**src/logic/audioPkg.sv**
```systemverilog
package audioPkg;

	// ####################################################################
	// sound keys and FSM states
	// ####################################################################

	// key codes as seen by the tone generator.
	typedef enum logic [3:0] {
		keyShot   = 4'd1,
		keyHit    = 4'd6,
		keyEnemy  = 4'd9,
		keySilent = 4'd15
	} soundKeyT;

	typedef enum logic [2:0] {
		stIdle,
		stShot,
		stHit,
		stEnemy,
		stGameOver  // terminal, left only by reset.
	} audioStateT;

	// ####################################################################
	// durations and tone pitch
	// ####################################################################

	localparam int TIME_W = 11;  // duration word width.

	// sound lengths, counted in prescaled ticks.
	localparam int SHOT_TICKS  = 5;
	localparam int HIT_TICKS   = 8;
	localparam int ENEMY_TICKS = 6;

	// half-period of the square wave in clocks, zero when silent.
	function automatic int halfPeriodOf(soundKeyT key);
		case (key)
			keyShot:  return 3;
			keyHit:   return 5;
			keyEnemy: return 4;
			default:  return 0;
		endcase
	endfunction

endpackage

```
**src/logic/durationTimer.sv**
```systemverilog
module durationTimer
	import audioPkg::*;
#(
	parameter int clkDiv = 1000
) (
	input  logic              clk,
	input  logic              resetN,
	input  logic              requestTime,
	input  logic [TIME_W-1:0] timeAmount,
	output logic              timeUp
);

	localparam int preW = (clkDiv > 1) ? $clog2(clkDiv) : 1;

	logic [preW-1:0]   preCnt;   // clocks left in this tick.
	logic [TIME_W-1:0] tickCnt;  // ticks left, including the current one.
	logic              running;
	logic              tick;

	assign tick   = running && (preCnt == '0);
	assign timeUp = tick && (tickCnt == TIME_W'(1));  // last tick ends now.

	// ####################################################################
	// prescaler and tick counter
	// ####################################################################

	always_ff @(posedge clk or negedge resetN) begin
		if (!resetN) begin
			preCnt  <= '0;
			tickCnt <= '0;
			running <= 1'b0;
		end else if (requestTime) begin  // reload restarts both counters.
			preCnt  <= preW'(clkDiv - 1);
			tickCnt <= timeAmount;
			running <= (timeAmount != '0);
		end else if (tick) begin
			preCnt  <= preW'(clkDiv - 1);
			tickCnt <= tickCnt - 1'b1;
			if (timeUp)
				running <= 1'b0;
		end else if (running) begin
			preCnt <= preCnt - 1'b1;
		end
	end

	aUpWhileRunning: assert property (@(posedge clk) disable iff (!resetN)
		timeUp |-> running);

endmodule

```
**src/logic/gameAudio.sv**
```systemverilog
module gameAudio
	import audioPkg::*;
#(
	parameter int clkDiv = 1000,
	parameter int halfW  = 16
) (
	input  logic       clk,
	input  logic       resetN,
	input  logic       shotFired,
	input  logic [2:0] enemyDead,
	input  logic       playerDead,
	input  logic       gameOver,
	output soundKeyT   soundKey,
	output logic       soundActive,
	output logic       audioOut
);

	logic              requestTime;
	logic [TIME_W-1:0] timeAmount;
	logic              timeUp;

	// ####################################################################
	// event FSM, duration timer, tone output
	// ####################################################################

	soundEventFsm u_soundEventFsm (
		.clk         (clk),
		.resetN      (resetN),
		.shotFired   (shotFired),
		.enemyDead   (enemyDead),
		.playerDead  (playerDead),
		.gameOver    (gameOver),
		.timeUp      (timeUp),
		.soundKey    (soundKey),
		.requestTime (requestTime),
		.timeAmount  (timeAmount)
	);

	durationTimer #(.clkDiv(clkDiv)) u_durationTimer (
		.clk         (clk),
		.resetN      (resetN),
		.requestTime (requestTime),
		.timeAmount  (timeAmount),
		.timeUp      (timeUp)
	);

	toneGenerator #(.halfW(halfW)) u_toneGenerator (
		.clk         (clk),
		.resetN      (resetN),
		.soundKey    (soundKey),
		.audioOut    (audioOut),
		.soundActive (soundActive)
	);

endmodule

```
**src/logic/soundEventFsm.sv**
```systemverilog
module soundEventFsm
	import audioPkg::*;
(
	input  logic              clk,
	input  logic              resetN,
	input  logic              shotFired,
	input  logic [2:0]        enemyDead,
	input  logic              playerDead,
	input  logic              gameOver,
	input  logic              timeUp,
	output soundKeyT          soundKey,
	output logic              requestTime,
	output logic [TIME_W-1:0] timeAmount
);

	audioStateT state, nextState;
	logic       accept;      // an event is taken this cycle.
	logic       anyEnemy;
	int         soundTicks;  // duration of the sound being entered.

	assign anyEnemy = |enemyDead;

	// ####################################################################
	// state register
	// ####################################################################

	always_ff @(posedge clk or negedge resetN) begin
		if (!resetN) begin
			state <= stIdle;
		end else begin
			state <= nextState;
		end
	end

	// ####################################################################
	// next state, event priority is gameOver, shot, enemy, hit
	// ####################################################################

	always_comb begin
		nextState = state;
		accept    = 1'b0;
		case (state)
			stIdle: begin
				accept = 1'b1;
				if (gameOver)        nextState = stGameOver;
				else if (shotFired)  nextState = stShot;
				else if (anyEnemy)   nextState = stEnemy;
				else if (playerDead) nextState = stHit;
				else                 accept = 1'b0;
			end
			stShot: begin  // a repeated shot does not restart the sound.
				accept = 1'b1;
				if (gameOver)        nextState = stGameOver;
				else if (anyEnemy)   nextState = stEnemy;
				else if (playerDead) nextState = stHit;
				else                 accept = 1'b0;
			end
			stEnemy: begin
				accept = 1'b1;
				if (gameOver)        nextState = stGameOver;
				else if (shotFired)  nextState = stShot;
				else if (playerDead) nextState = stHit;
				else                 accept = 1'b0;
			end
			stHit: begin  // hit sound always plays out.
				if (gameOver) begin
					nextState = stGameOver;
					accept    = 1'b1;
				end
			end
			stGameOver: nextState = stGameOver;
			default:    nextState = stIdle;
		endcase

		// an accepted event wins over the timer.
		if (!accept && timeUp && state inside {stShot, stHit, stEnemy})
			nextState = stIdle;
	end

	// duration request for the sound being entered.
	always_comb begin
		case (nextState)
			stShot:  soundTicks = SHOT_TICKS;
			stHit:   soundTicks = HIT_TICKS;
			stEnemy: soundTicks = ENEMY_TICKS;
			default: soundTicks = 0;
		endcase
	end

	assign requestTime = accept && (soundTicks != 0);
	assign timeAmount  = requestTime ? TIME_W'(soundTicks) : '0;

	// ####################################################################
	// sound key from state
	// ####################################################################

	always_comb begin
		case (state)
			stShot:  soundKey = keyShot;
			stHit:   soundKey = keyHit;
			stEnemy: soundKey = keyEnemy;
			default: soundKey = keySilent;  // idle and game over.
		endcase
	end

	// the timer would never fire on a zero load.
	aReqNonZero: assert property (@(posedge clk) disable iff (!resetN)
		requestTime |-> (timeAmount != '0));

	aGameOverHeld: assert property (@(posedge clk) disable iff (!resetN)
		(state == stGameOver) |=> (state == stGameOver));

endmodule

```
**src/logic/toneGenerator.sv**
```systemverilog
module toneGenerator
	import audioPkg::*;
#(
	parameter int halfW = 16
) (
	input  logic     clk,
	input  logic     resetN,
	input  soundKeyT soundKey,
	output logic     audioOut,
	output logic     soundActive
);

	soundKeyT         prevKey;     // key seen on the last clock.
	logic             keyChanged;
	logic             silent;
	logic [halfW-1:0] halfCnt;
	logic [halfW-1:0] reloadVal;
	logic             toneReg;
	int               halfPeriod;

	assign keyChanged  = (soundKey != prevKey);
	assign silent      = (soundKey == keySilent);
	assign soundActive = !silent;

	// ####################################################################
	// pitch lookup
	// ####################################################################

	always_comb begin
		halfPeriod = halfPeriodOf(soundKey);
		if (halfPeriod > 0)
			reloadVal = halfW'(halfPeriod - 1);
		else
			reloadVal = '0;
	end

	// ####################################################################
	// half-period counter and square wave
	// ####################################################################

	always_ff @(posedge clk or negedge resetN) begin
		if (!resetN) begin
			prevKey <= keySilent;
			halfCnt <= '0;
			toneReg <= 1'b0;
		end else begin
			prevKey <= soundKey;
			if (keyChanged || silent) begin  // restart low on a new key.
				halfCnt <= reloadVal;
				toneReg <= 1'b0;
			end else if (halfCnt == '0) begin
				halfCnt <= reloadVal;
				toneReg <= ~toneReg;
			end else begin
				halfCnt <= halfCnt - 1'b1;
			end
		end
	end

	// forced low in the cycle the key changes.
	assign audioOut = toneReg && !keyChanged;

	aSilentLow: assert property (@(posedge clk) disable iff (!resetN)
		silent |-> !audioOut);

endmodule

```
**config.mk**
```make
export PLATFORM = sky130hd
export DESIGN_NAME = gameAudio
export DESIGN_NICKNAME = d
export VERILOG_FILES = /design/src/logic/audioPkg.sv /design/src/logic/durationTimer.sv /design/src/logic/gameAudio.sv /design/src/logic/soundEventFsm.sv /design/src/logic/toneGenerator.sv
export SDC_FILE = /design/constraint.sdc
export NUM_CORES = 1
export LEC_CHECK = 0
export ABC_AREA = 1
export BUFFER_PORTS_ARGS = -buffer_cell sky130_fd_sc_hd__buf_2
export CORE_ASPECT_RATIO = 0.5
export CORE_MARGIN = 10
export CORE_UTILIZATION = 40
export CTS_BUF_LIST = sky130_fd_sc_hd__clkbuf_4 sky130_fd_sc_hd__clkbuf_8 sky130_fd_sc_hd__clkbuf_16
export DETAILED_ROUTE_END_ITERATION = 7
export PLACE_DENSITY = 0.63
export REMOVE_ABC_BUFFERS = 1
export SLEW_MARGIN = 20
export SYNTH_ARGS = -nofsm -noshare
export SYNTH_HDL_FRONTEND = slang
export SYNTH_SLANG_ARGS = --single-unit
```
**constraint.sdc**
```tcl
create_clock -name clk -period 2.06 [get_ports clk]
set_clock_uncertainty 0.15 [all_clocks]
set_input_delay 0.309 -clock clk [delete_from_list [all_inputs] [get_ports clk]]
set_output_delay 0.309 -clock clk [all_outputs]
set_load 0.01 [all_outputs]
```
==> results of run 1 <==
worst max path at each step:
stage / start / end / cells after the start / slack, ns
after detailed placement: u_durationTimer.preCnt[0] / u_durationTimer.tickCnt[1] / 13 / 0.03
after floorplan: u_soundEventFsm.state[2] / u_durationTimer.preCnt[2] / 9 / -0.02
after global placement: u_durationTimer.preCnt[0] / u_durationTimer.tickCnt[1] / 13 / 0.07
after global routing: u_soundEventFsm.state[0] / audioOut / 8 / -0.05
final: u_soundEventFsm.state[0] / audioOut / 8 / 0.08
after CTS: u_soundEventFsm.state[2] / audioOut / 7 / 0.01
what timing repair did:
item,in CTS,in global routing
hold endpoints to repair,42,0
pin swaps,1,5
hold buffers,1,0
setup buffers,3,8
endpoints found under the setup margin,2,9
resized for setup,1,12
cell type report:
| cell class | count | area share, % |
|---|---|---|
| well taps | 92 | 3.60 |
| multi-input cells | 248 | 44.2 |
| clock buffers | 6 | 4.34 |
| clock inverters | 2 | 0.430 |
| repair buffers | 31 | 6.45 |
| flip-flops and latches | 45 | 35.4 |
| inverters | 46 | 5.63 |
Yosys cell counts, drive strengths merged:
cell type / count / area, sq um
buf: 5 / 48.8
nor3b: 1 / 7.51
o31ai: 1 / 12.5
nor4: 4 / 25.0
o21ai: 11 / 55.1
dfrtp: 42 / 1050
a21oi: 10 / 61.3
nand3: 29 / 155
dfstp: 3 / 78.8
o2111ai: 1 / 15.0
a21boi: 1 / 7.51
nand3b: 7 / 52.6
nor2: 61 / 272
or2: 5 / 31.3
nand2: 74 / 303
inv: 46 / 178
xnor2: 10 / 87.6
o21a: 2 / 15.0
ha: 6 / 75.1
o211ai: 2 / 15.0
nand4: 4 / 31.3
nor3: 7 / 50.1
xor2: 12 / 105
sequential cells by signal, summed over array words and instances (netlist names):
name and count:
u_toneGenerator.toneReg 1, u_toneGenerator.halfCnt 16, u_durationTimer.preCnt 10, u_soundEventFsm.state 3, u_durationTimer.tickCnt 11, u_toneGenerator.prevKey 3
u_durationTimer.running 1
stage by stage:
step,worst slack [ns],hold slack (ns),util [%]
after floorplan,-0.0152,-0.137,-
after global placement,0.0691,0.277,43.8
after detailed placement,0.0301,0.284,43.8
after CTS,0.0104,0.132,46.7
after global routing,-0.0456,0.140,48.2
final,0.0822,0.140,48.2
power by group through the flow:
stage | logic [uW] | clock network (uW) | registers [uW]
2_1_floorplan | 852 | 0 | 1180
3_3_place_gp | 1120 | 0 | 1190
3_5_place_dp | 1140 | 0 | 1190
4_1_cts | 1180 | 844 | 1170
5_1_grt | 1410 | 871 | 1200
6_report | 1240 | 826 | 1180
logic make-up after synthesis:
kind of cell	Yosys count	synth area share (%)
buf+inv	51	8.29
fa+ha+maj	6	2.75
compound gates	28	6.64
simple gates	192	33.9
xor+xnor	22	7.05
flops	45	41.3
worst max-delay path, stage by stage, from the launching register on:
cell and delay [ns]:
sky130_fd_sc_hd__dfrtp_2 0.45, sky130_fd_sc_hd__inv_4 0.10, sky130_fd_sc_hd__nand2_4 0.06, sky130_fd_sc_hd__nor2_4 0.14, sky130_fd_sc_hd__xnor2_2 0.08, sky130_fd_sc_hd__nor2_2 0.12, sky130_fd_sc_hd__nand2_1 0.06, sky130_fd_sc_hd__nor2_1 0.08
sky130_fd_sc_hd__buf_2 0.14
placed cells by master (no fill, tap or decap), types with 3 or more instances in the layout:
| master | instances |
|---|---|
| sky130_fd_sc_hd__inv_1 | 39 |
| sky130_fd_sc_hd__inv_4 | 3 |
| sky130_fd_sc_hd__buf_4 | 16 |
| sky130_fd_sc_hd__nor2_2 | 6 |
| sky130_fd_sc_hd__ha_1 | 5 |
| sky130_fd_sc_hd__xor2_1 | 12 |
| sky130_fd_sc_hd__nand3_1 | 26 |
| sky130_fd_sc_hd__nand3b_1 | 7 |
| sky130_fd_sc_hd__nand3_2 | 3 |
| sky130_fd_sc_hd__dfstp_2 | 3 |
| sky130_fd_sc_hd__nor2_1 | 51 |
| sky130_fd_sc_hd__nand2_2 | 4 |
| sky130_fd_sc_hd__nor2_4 | 4 |
| sky130_fd_sc_hd__dfrtp_1 | 40 |
| sky130_fd_sc_hd__nand2_1 | 67 |
| sky130_fd_sc_hd__inv_2 | 4 |
| sky130_fd_sc_hd__nand4_1 | 3 |
| sky130_fd_sc_hd__or2_1 | 3 |
| sky130_fd_sc_hd__nor3_1 | 4 |
| sky130_fd_sc_hd__clkbuf_16 | 5 |
| sky130_fd_sc_hd__o21ai_0 | 9 |
| sky130_fd_sc_hd__xnor2_1 | 8 |
| sky130_fd_sc_hd__a21oi_2 | 3 |
| sky130_fd_sc_hd__nor4_1 | 4 |
| sky130_fd_sc_hd__buf_2 | 13 |
| sky130_fd_sc_hd__nand2_4 | 3 |
| sky130_fd_sc_hd__a21oi_1 | 7 |
per-layer routing:
metal | routed length (um) | global-route usage, %
met1 | 2570 | 12.7
met2 | 3050 | 19.9
met3 | 140 | 2.10
met4 | 70 | 3.45
met5 | 0 | 0
==> impl_results.html, run 1 <==
<table>
<tr><th>Metric</th><th>Value</th></tr>
<tr><th colspan="2">Run status</th></tr>
<tr><td>Outcome</td><td>finished clean</td></tr>
<tr><th colspan="2">GRT</th></tr>
<tr><td>Initial antenna violation count</td><td>0</td></tr>
<tr><td>Total gr overflow</td><td>0</td></tr>
<tr><td>Overall Global Routing Usage</td><td>10.9%</td></tr>
<tr><td>Vias in the first global route</td><td>2239</td></tr>
<tr><td>Pin count of the biggest net entering global routing</td><td>46</td></tr>
<tr><td>Wire length of the first global-routing pass</td><td>9850 um</td></tr>
<tr><th colspan="2">Clock network</th></tr>
<tr><td>Cell at the root of the clock tree</td><td>sky130_fd_sc_hd__clkbuf_16</td></tr>
<tr><td>Clk sink count</td><td>45</td></tr>
<tr><td>Number of buffers created by CTS</td><td>5</td></tr>
<tr><td>Clock slew at reported path FFs</td><td>0.06 ns</td></tr>
<tr><td>Clock tree buffer depth</td><td>2</td></tr>
<tr><td>Skew-Pair Late Insertion Delay</td><td>0.29 ns</td></tr>
<tr><td>CTS tree</td><td>yes</td></tr>
<tr><td>H-tree level count</td><td>2</td></tr>
<tr><th colspan="2">Setup path</th></tr>
<tr><td>R2r startpoint</td><td>u_durationTimer.preCnt[1]</td></tr>
<tr><td>Critical Setup Path Class</td><td>reg -&gt; out</td></tr>
<tr><td>Flop2flop setup slack</td><td>0.14 ns</td></tr>
<tr><td>Logic depth of the worst register-to-register path</td><td>12</td></tr>
<tr><td>Peak fanout along the critical path</td><td>5</td></tr>
<tr><td>Kind of end point of the critical path</td><td>output pin</td></tr>
<tr><td>Critical Path Start Type</td><td>register</td></tr>
<tr><td>Worst endpoint required time</td><td>1.60 ns</td></tr>
<tr><td>Worst flop-to-flop path endpoint</td><td>u_durationTimer.tickCnt[9]</td></tr>
<tr><td>Worst EP arrival</td><td>1.52 ns</td></tr>
<tr><th colspan="2">Power</th></tr>
<tr><td>Pwr dens</td><td>1020 mW/mm^2</td></tr>
<tr><td>Leakage power total</td><td>0.00167 uW</td></tr>
<tr><td>Proportion of power drawn by the clock network</td><td>25.4%</td></tr>
<tr><td>Fraction of power consumed by combinational cells</td><td>38.2%</td></tr>
<tr><td>Switching Fraction</td><td>37.7%</td></tr>
<tr><td>Internal Pwr Total</td><td>2030 uW</td></tr>
<tr><td>Net Switching</td><td>1230 uW</td></tr>
<tr><td>Peak supply drop</td><td>0.411 mV</td></tr>
<tr><td>Final Power</td><td>3250 uW</td></tr>
<tr><td>Sequential cell fraction of total power</td><td>36.4%</td></tr>
<tr><th colspan="2">Floorplanning</th></tr>
<tr><td>Starting density of the core</td><td>41.1%</td></tr>
<tr><td>Number of placement rows</td><td>21</td></tr>
<tr><td>Area of the die</td><td>0.0107 sq mm</td></tr>
<tr><td>I/O pin count</td><td>14</td></tr>
<tr><td>Floorplan Core Area</td><td>0.00665 sq mm</td></tr>
<tr><td>Height of the die</td><td>78.4 um</td></tr>
<tr><td>Die W</td><td>137 um</td></tr>
<tr><th colspan="2">Routing</th></tr>
<tr><td>Total number of vias</td><td>2294</td></tr>
<tr><td>Vias per inst</td><td>4.88</td></tr>
<tr><td>Number of DRC violations after detailed-routing iteration 0</td><td>205</td></tr>
<tr><td>Antenna violation net count after detailed routing</td><td>0</td></tr>
<tr><td>Total wirelength of the detailed-routed design</td><td>5830 um</td></tr>
<tr><td>Avg WL per Cell</td><td>12.4 um</td></tr>
<tr><td>DRC violation count after routing</td><td>0</td></tr>
<tr><td>First-pass iteration count of the detailed router</td><td>4</td></tr>
<tr><th colspan="2">Placed design</th></tr>
<tr><td>Sum of net half-perimeters after detailed placement</td><td>4090 um</td></tr>
<tr><td>Routability congestion estimate from global placement</td><td>0.860</td></tr>
<tr><td>Cell count after placement</td><td>450</td></tr>
<tr><td>Count of input and output buffers</td><td>13</td></tr>
<tr><td>Instance area after placement</td><td>0.00291 sq mm</td></tr>
<tr><th colspan="2">Finish</th></tr>
<tr><td>Number of filler instances in the final layout</td><td>634</td></tr>
<tr><td>Final Non-Filler Cells</td><td>470</td></tr>
<tr><td>Share of final-layout standard cells stronger than drive strength 1</td><td>22.0%</td></tr>
<tr><td>Register area</td><td>0.00113 sq mm</td></tr>
<tr><td>Number of antenna cells inserted</td><td>0</td></tr>
<tr><td>Design area</td><td>0.00320 sq mm</td></tr>
<tr><td>Growth of design area from synthesis to finish</td><td>17.2%</td></tr>
<tr><td>Area occupied by multi-input gates</td><td>0.00142 sq mm</td></tr>
<tr><td>Final net count</td><td>391</td></tr>
<tr><th colspan="2">Worst hold path</th></tr>
<tr><td>Worst hold-check path type</td><td>in -&gt; reg</td></tr>
<tr><td>WHS Endpoint</td><td>u_soundEventFsm.state[2]</td></tr>
<tr><td>Hold depth</td><td>2</td></tr>
<tr><td>Hold path start</td><td>gameOver</td></tr>
<tr><th colspan="2">Logic synthesis</th></tr>
<tr><td>Synthesized netlist cell count</td><td>344</td></tr>
<tr><td>Count of synthesis-stage warnings from yosys</td><td>0</td></tr>
<tr><td>Sequential element share of the synthesized area</td><td>41.3%</td></tr>
<tr><td>Cell Area, Synth</td><td>0.00273 sq mm</td></tr>
<tr><td>Distinct cells, synth</td><td>37</td></tr>
<tr><td>Mean area per synthesized cell</td><td>7.94 sq um</td></tr>
<tr><td>Yosys reg bits</td><td>45</td></tr>
<tr><th colspan="2">Job</th></tr>
<tr><td>Max Cap Viol</td><td>0</td></tr>
<tr><th colspan="2">Timing</th></tr>
<tr><td>Fin crit share</td><td>96.0%</td></tr>
<tr><td>Setup violations, final</td><td>0</td></tr>
<tr><td>Worst Max-Slew Pin Slew</td><td>0.581 ns</td></tr>
<tr><td>Worst relative slew slack</td><td>61.3%</td></tr>
<tr><td>Maximum operating frequency</td><td>506 MHz</td></tr>
<tr><td>Final Max Slew Viols</td><td>0</td></tr>
<tr><td>Final critical delay including setup and external delays</td><td>1.98 ns</td></tr>
<tr><td>Setup repair after global routing missed its margin</td><td>yes</td></tr>
<tr><td>Number of hold violations in the final report</td><td>0</td></tr>
<tr><td>Total negative slack for setup checks</td><td>0 ns</td></tr>
</table>
Power figures use the tool's default switching activity.
==> run 2, diff against run 1 <==
--- a/config.mk
+++ b/config.mk
@@ -9,10 +9,10 @@
 export BUFFER_PORTS_ARGS = -buffer_cell sky130_fd_sc_hd__buf_2
 export CORE_ASPECT_RATIO = 0.5
 export CORE_MARGIN = 10
-export CORE_UTILIZATION = 40
+export CORE_UTILIZATION = 55
 export CTS_BUF_LIST = sky130_fd_sc_hd__clkbuf_4 sky130_fd_sc_hd__clkbuf_8 sky130_fd_sc_hd__clkbuf_16
 export DETAILED_ROUTE_END_ITERATION = 7
-export PLACE_DENSITY = 0.63
+export PLACE_DENSITY = 0.8
 export REMOVE_ABC_BUFFERS = 1
 export SLEW_MARGIN = 20
 export SYNTH_ARGS = -nofsm -noshare
==> impl_results.html, run 2 (synthesis gave the netlist of run 1 again) <==
<table>
<tr><th>Metric</th><th>Value</th></tr>
<tr><th colspan="2">Run status</th></tr>
<tr><td>Outcome</td><td>finished clean</td></tr>
<tr><th colspan="2">Floorplanning</th></tr>
<tr><td>Die W</td><td>120 um (-13%)</td></tr>
<tr><td>I/O pin count</td><td>14 (unchanged)</td></tr>
<tr><td>Floorplan Core Area</td><td>0.00486 sq mm (-27%)</td></tr>
<tr><td>Height of the die</td><td>69.8 um (-11%)</td></tr>
<tr><td>Number of placement rows</td><td>18 (-14%)</td></tr>
<tr><td>Area of the die</td><td>0.00836 sq mm (-22%)</td></tr>
<tr><td>Starting density of the core</td><td>56.2% (+15 points)</td></tr>
<tr><th colspan="2">Clock network</th></tr>
<tr><td>Clock slew at reported path FFs</td><td>0.10 ns (+0.04 ns)</td></tr>
<tr><td>Cell at the root of the clock tree</td><td>sky130_fd_sc_hd__clkbuf_8</td></tr>
<tr><td>Clk sink count</td><td>45 (unchanged)</td></tr>
<tr><td>H-tree level count</td><td>2 (unchanged)</td></tr>
<tr><td>CTS tree</td><td>yes</td></tr>
<tr><td>Clock tree buffer depth</td><td>2 (unchanged)</td></tr>
<tr><td>Skew-Pair Late Insertion Delay</td><td>0.31 ns (+0.02 ns)</td></tr>
<tr><td>Number of buffers created by CTS</td><td>5 (unchanged)</td></tr>
<tr><th colspan="2">Worst hold path</th></tr>
<tr><td>Hold path start</td><td>gameOver</td></tr>
<tr><td>Hold depth</td><td>2 (unchanged)</td></tr>
<tr><td>Worst hold-check path type</td><td>in -&gt; reg</td></tr>
<tr><td>WHS Endpoint</td><td>u_soundEventFsm.state[2]</td></tr>
<tr><th colspan="2">Finish</th></tr>
<tr><td>Growth of design area from synthesis to finish</td><td>16.4%</td></tr>
<tr><td>Number of antenna cells inserted</td><td>0 (unchanged)</td></tr>
<tr><td>Largest register by flop count</td><td>u_toneGenerator.halfCnt</td></tr>
<tr><td>Final net count</td><td>395 (+1.0%)</td></tr>
<tr><td>Most common cell after layout, fill and taps aside</td><td>sky130_fd_sc_hd__nand2_1</td></tr>
<tr><td>Number of filler instances in the final layout</td><td>376 (-41%)</td></tr>
<tr><td>Registers with the most flip-flops</td><td>u_toneGenerator.halfCnt (16), u_durationTimer.tickCnt (11), u_durationTimer.preCnt (10)</td></tr>
<tr><td>Commonest non-fill, non-tap cells in the layout</td><td>67 x sky130_fd_sc_hd__nand2_1, 52 x sky130_fd_sc_hd__nor2_1, 40 x sky130_fd_sc_hd__dfrtp_1</td></tr>
<tr><td>Number of flip-flops under the largest register name</td><td>16 (unchanged)</td></tr>
<tr><td>Share of final-layout standard cells stronger than drive strength 1</td><td>23.3% (+1.3 points)</td></tr>
<tr><th colspan="2">Routing</th></tr>
<tr><td>Antenna violation net count after detailed routing</td><td>0 (unchanged)</td></tr>
<tr><td>Avg WL per Cell</td><td>13.7 um (+11%)</td></tr>
<tr><td>Number of DRC violations after detailed-routing iteration 0</td><td>190 (-7.3%)</td></tr>
<tr><td>Vias per inst</td><td>5.31 (+8.7%)</td></tr>
<tr><td>First-pass iteration count of the detailed router</td><td>5 (+1)</td></tr>
<tr><td>Total number of vias</td><td>2399 (+4.6%)</td></tr>
<tr><td>Total wirelength of the detailed-routed design</td><td>6200 um (+6.4%)</td></tr>
<tr><td>DRC violation count after routing</td><td>0 (unchanged)</td></tr>
<tr><th colspan="2">Placed design</th></tr>
<tr><td>Routability congestion estimate from global placement</td><td>0.893 (+3.8%)</td></tr>
<tr><td>Sum of net half-perimeters after detailed placement</td><td>4140 um (+1.1%)</td></tr>
<tr><td>Worst setup timing slack at the placement stage</td><td>0.103 ns (+0.0733 ns)</td></tr>
<tr><td>Count of input and output buffers</td><td>13 (unchanged)</td></tr>
<tr><th colspan="2">Setup path</th></tr>
<tr><td>Critical Setup Path Class</td><td>reg -&gt; out</td></tr>
<tr><td>Kind of end point of the critical path</td><td>output pin</td></tr>
<tr><td>Logic depth of the worst register-to-register path</td><td>14 (+2)</td></tr>
<tr><td>Critical Path Start Type</td><td>register</td></tr>
<tr><td>Start point of the critical path</td><td>u_soundEventFsm.state[0]</td></tr>
<tr><td>Peak fanout along the critical path</td><td>5 (unchanged)</td></tr>
<tr><td>Worst flop-to-flop path endpoint</td><td>u_durationTimer.tickCnt[0]</td></tr>
<tr><td>Critical Path Slowest Stage Cell</td><td>sky130_fd_sc_hd__dfrtp_2</td></tr>
<tr><td>Worst endpoint required time</td><td>1.60 ns (about the same)</td></tr>
<tr><td>Max incr delay on CP</td><td>0.47 ns (+0.02 ns)</td></tr>
<tr><td>Flop2flop setup slack</td><td>0.07 ns (-0.07 ns)</td></tr>
<tr><td>CP cell instances</td><td>inv_4, nand2_4, nor2_4, xnor2_2, nor2_2, nand2_1, nor2_1, buf_2</td></tr>
<tr><td>R2r startpoint</td><td>u_durationTimer.preCnt[1]</td></tr>
<tr><td>Worst EP arrival</td><td>1.56 ns (+0.04 ns)</td></tr>
<tr><th colspan="2">Timing</th></tr>
<tr><td>Final critical delay including setup and external delays</td><td>2.02 ns (+0.0426 ns)</td></tr>
<tr><td>Minimum hold slack</td><td>0.117 ns (-0.0235 ns)</td></tr>
<tr><td>Final Max Slew Viols</td><td>0 (unchanged)</td></tr>
<tr><td>Worst relative slew slack</td><td>68.1% (+6.8 points)</td></tr>
<tr><td>Fin crit share</td><td>98.1% (+2.1 points)</td></tr>
<tr><td>Maximum operating frequency</td><td>495 MHz (-2.1%)</td></tr>
<tr><td>Setup violations, final</td><td>0 (unchanged)</td></tr>
<tr><td>Setup repair after global routing missed its margin</td><td>yes</td></tr>
<tr><td>Min setup slack post-route</td><td>0.0395 ns (-0.0426 ns)</td></tr>
<tr><td>Worst Max-Slew Pin Slew</td><td>0.479 ns (-0.102 ns)</td></tr>
<tr><td>Number of hold violations in the final report</td><td>0 (unchanged)</td></tr>
<tr><th colspan="2">Power</th></tr>
<tr><td>Pwr dens</td><td>986 mW/mm^2 (-2.9%)</td></tr>
<tr><td>Switching Fraction</td><td>41.8% (+4.1 points)</td></tr>
<tr><td>Proportion of power drawn by the clock network</td><td>19.0% (-6.4 points)</td></tr>
<tr><td>Peak supply drop</td><td>0.491 mV (+20%)</td></tr>
<tr><td>Net Switching</td><td>1310 uW (+7.0%)</td></tr>
<tr><td>Leakage power total</td><td>0.00166 uW (-0.22%)</td></tr>
<tr><td>Internal Pwr Total</td><td>1830 uW (-9.9%)</td></tr>
<tr><td>Fraction of power consumed by combinational cells</td><td>43.0% (+4.8 points)</td></tr>
<tr><td>Sequential cell fraction of total power</td><td>38.0% (+1.6 points)</td></tr>
<tr><th colspan="2">GRT</th></tr>
<tr><td>Overall Global Routing Usage</td><td>14.0% (+3.1 points)</td></tr>
<tr><td>Initial antenna violation count</td><td>0 (unchanged)</td></tr>
<tr><td>Wire length of the first global-routing pass</td><td>10000 um (+1.5%)</td></tr>
<tr><td>Pin count of the biggest net entering global routing</td><td>24 (-48%)</td></tr>
<tr><td>Total gr overflow</td><td>0 (unchanged)</td></tr>
<tr><td>Vias in the first global route</td><td>2281 (+1.9%)</td></tr>
<tr><th colspan="2">Job</th></tr>
<tr><td>Max Cap Viol</td><td>0 (unchanged)</td></tr>
</table>
[run 2: layer usage]
metal | track usage, % | vias up | share of wire, %
li1 | - | 1162 | -
met1 | 15.6 | 1120 | 41
met2 | 26.2 | 96 | 52
met3 | 2.52 | 21 | 4.4
met4 | 4.79 | 0 | 2.4
met5 | 0 | - | 0
[run 2: through the flow]
stage | instance area (sq um) | power (uW) | TNS (ns) | utilization, % | cells
finish | 3180 | 3140 | 0 | 65.4 | 452
CTS | 3020 | 2980 | 0 | 62.0 | 440
global placement | 2880 | 2280 | 0 | 59.2 | 428
detailed placement | 2880 | 2330 | 0 | 59.2 | 428
global route | 3180 | 3340 | -0.374 | 65.4 | 452
floorplan | 2680 | 2030 | -0.0160 | - | 339
[run 2: power groups by stage]
stage,registers [uW],logic [uW],clock network [uW]
after floorplan,1180,852,0
after global placement,1190,1090,0
after detailed placement,1190,1140,0
after CTS,1180,1200,598
after global routing,1210,1500,629
final,1190,1350,596
[run 2: critical path, delay by kind of cell, from the launching register on]
family	cells	cell delay, ns
xor gates and xnor gates	1	0.08
DFF	1	0.47
and+or+nand+nor	5	0.46
buffers and inverters	2	0.24
[run 2: how the worst max path moves through the flow]
stage               slack, ns                         end
floorplan               -0.02   u_durationTimer.preCnt[2]
global placement         0.20  u_durationTimer.tickCnt[3]
detailed placement       0.10  u_durationTimer.tickCnt[1]
CTS                     0.004                    audioOut
global route            -0.08  u_durationTimer.tickCnt[1]
finish                   0.04                    audioOut
[run 2: area by class of cell]
class	instances	area, sq um	area share (%)
Inverter	46	180	5.66
Timing Repair Buffer	35	249	7.83
Tap cell	70	87.6	2.75
Sequential cell	45	1130	35.6
Clock inverter	3	25.0	0.787
Multi-Input combinational cell	248	1440	45.2
Clock buffer	5	68.8	2.16
[run 2: what timing repair did]
item                                    in CTS  in global routing
hold buffers                                 1                  0
endpoints found under the setup margin       1                 12
gates resized for setup                      3                 14
setup buffers                                3                 12
hold endpoints to repair                    18                  0
pin swaps                                    1                  3
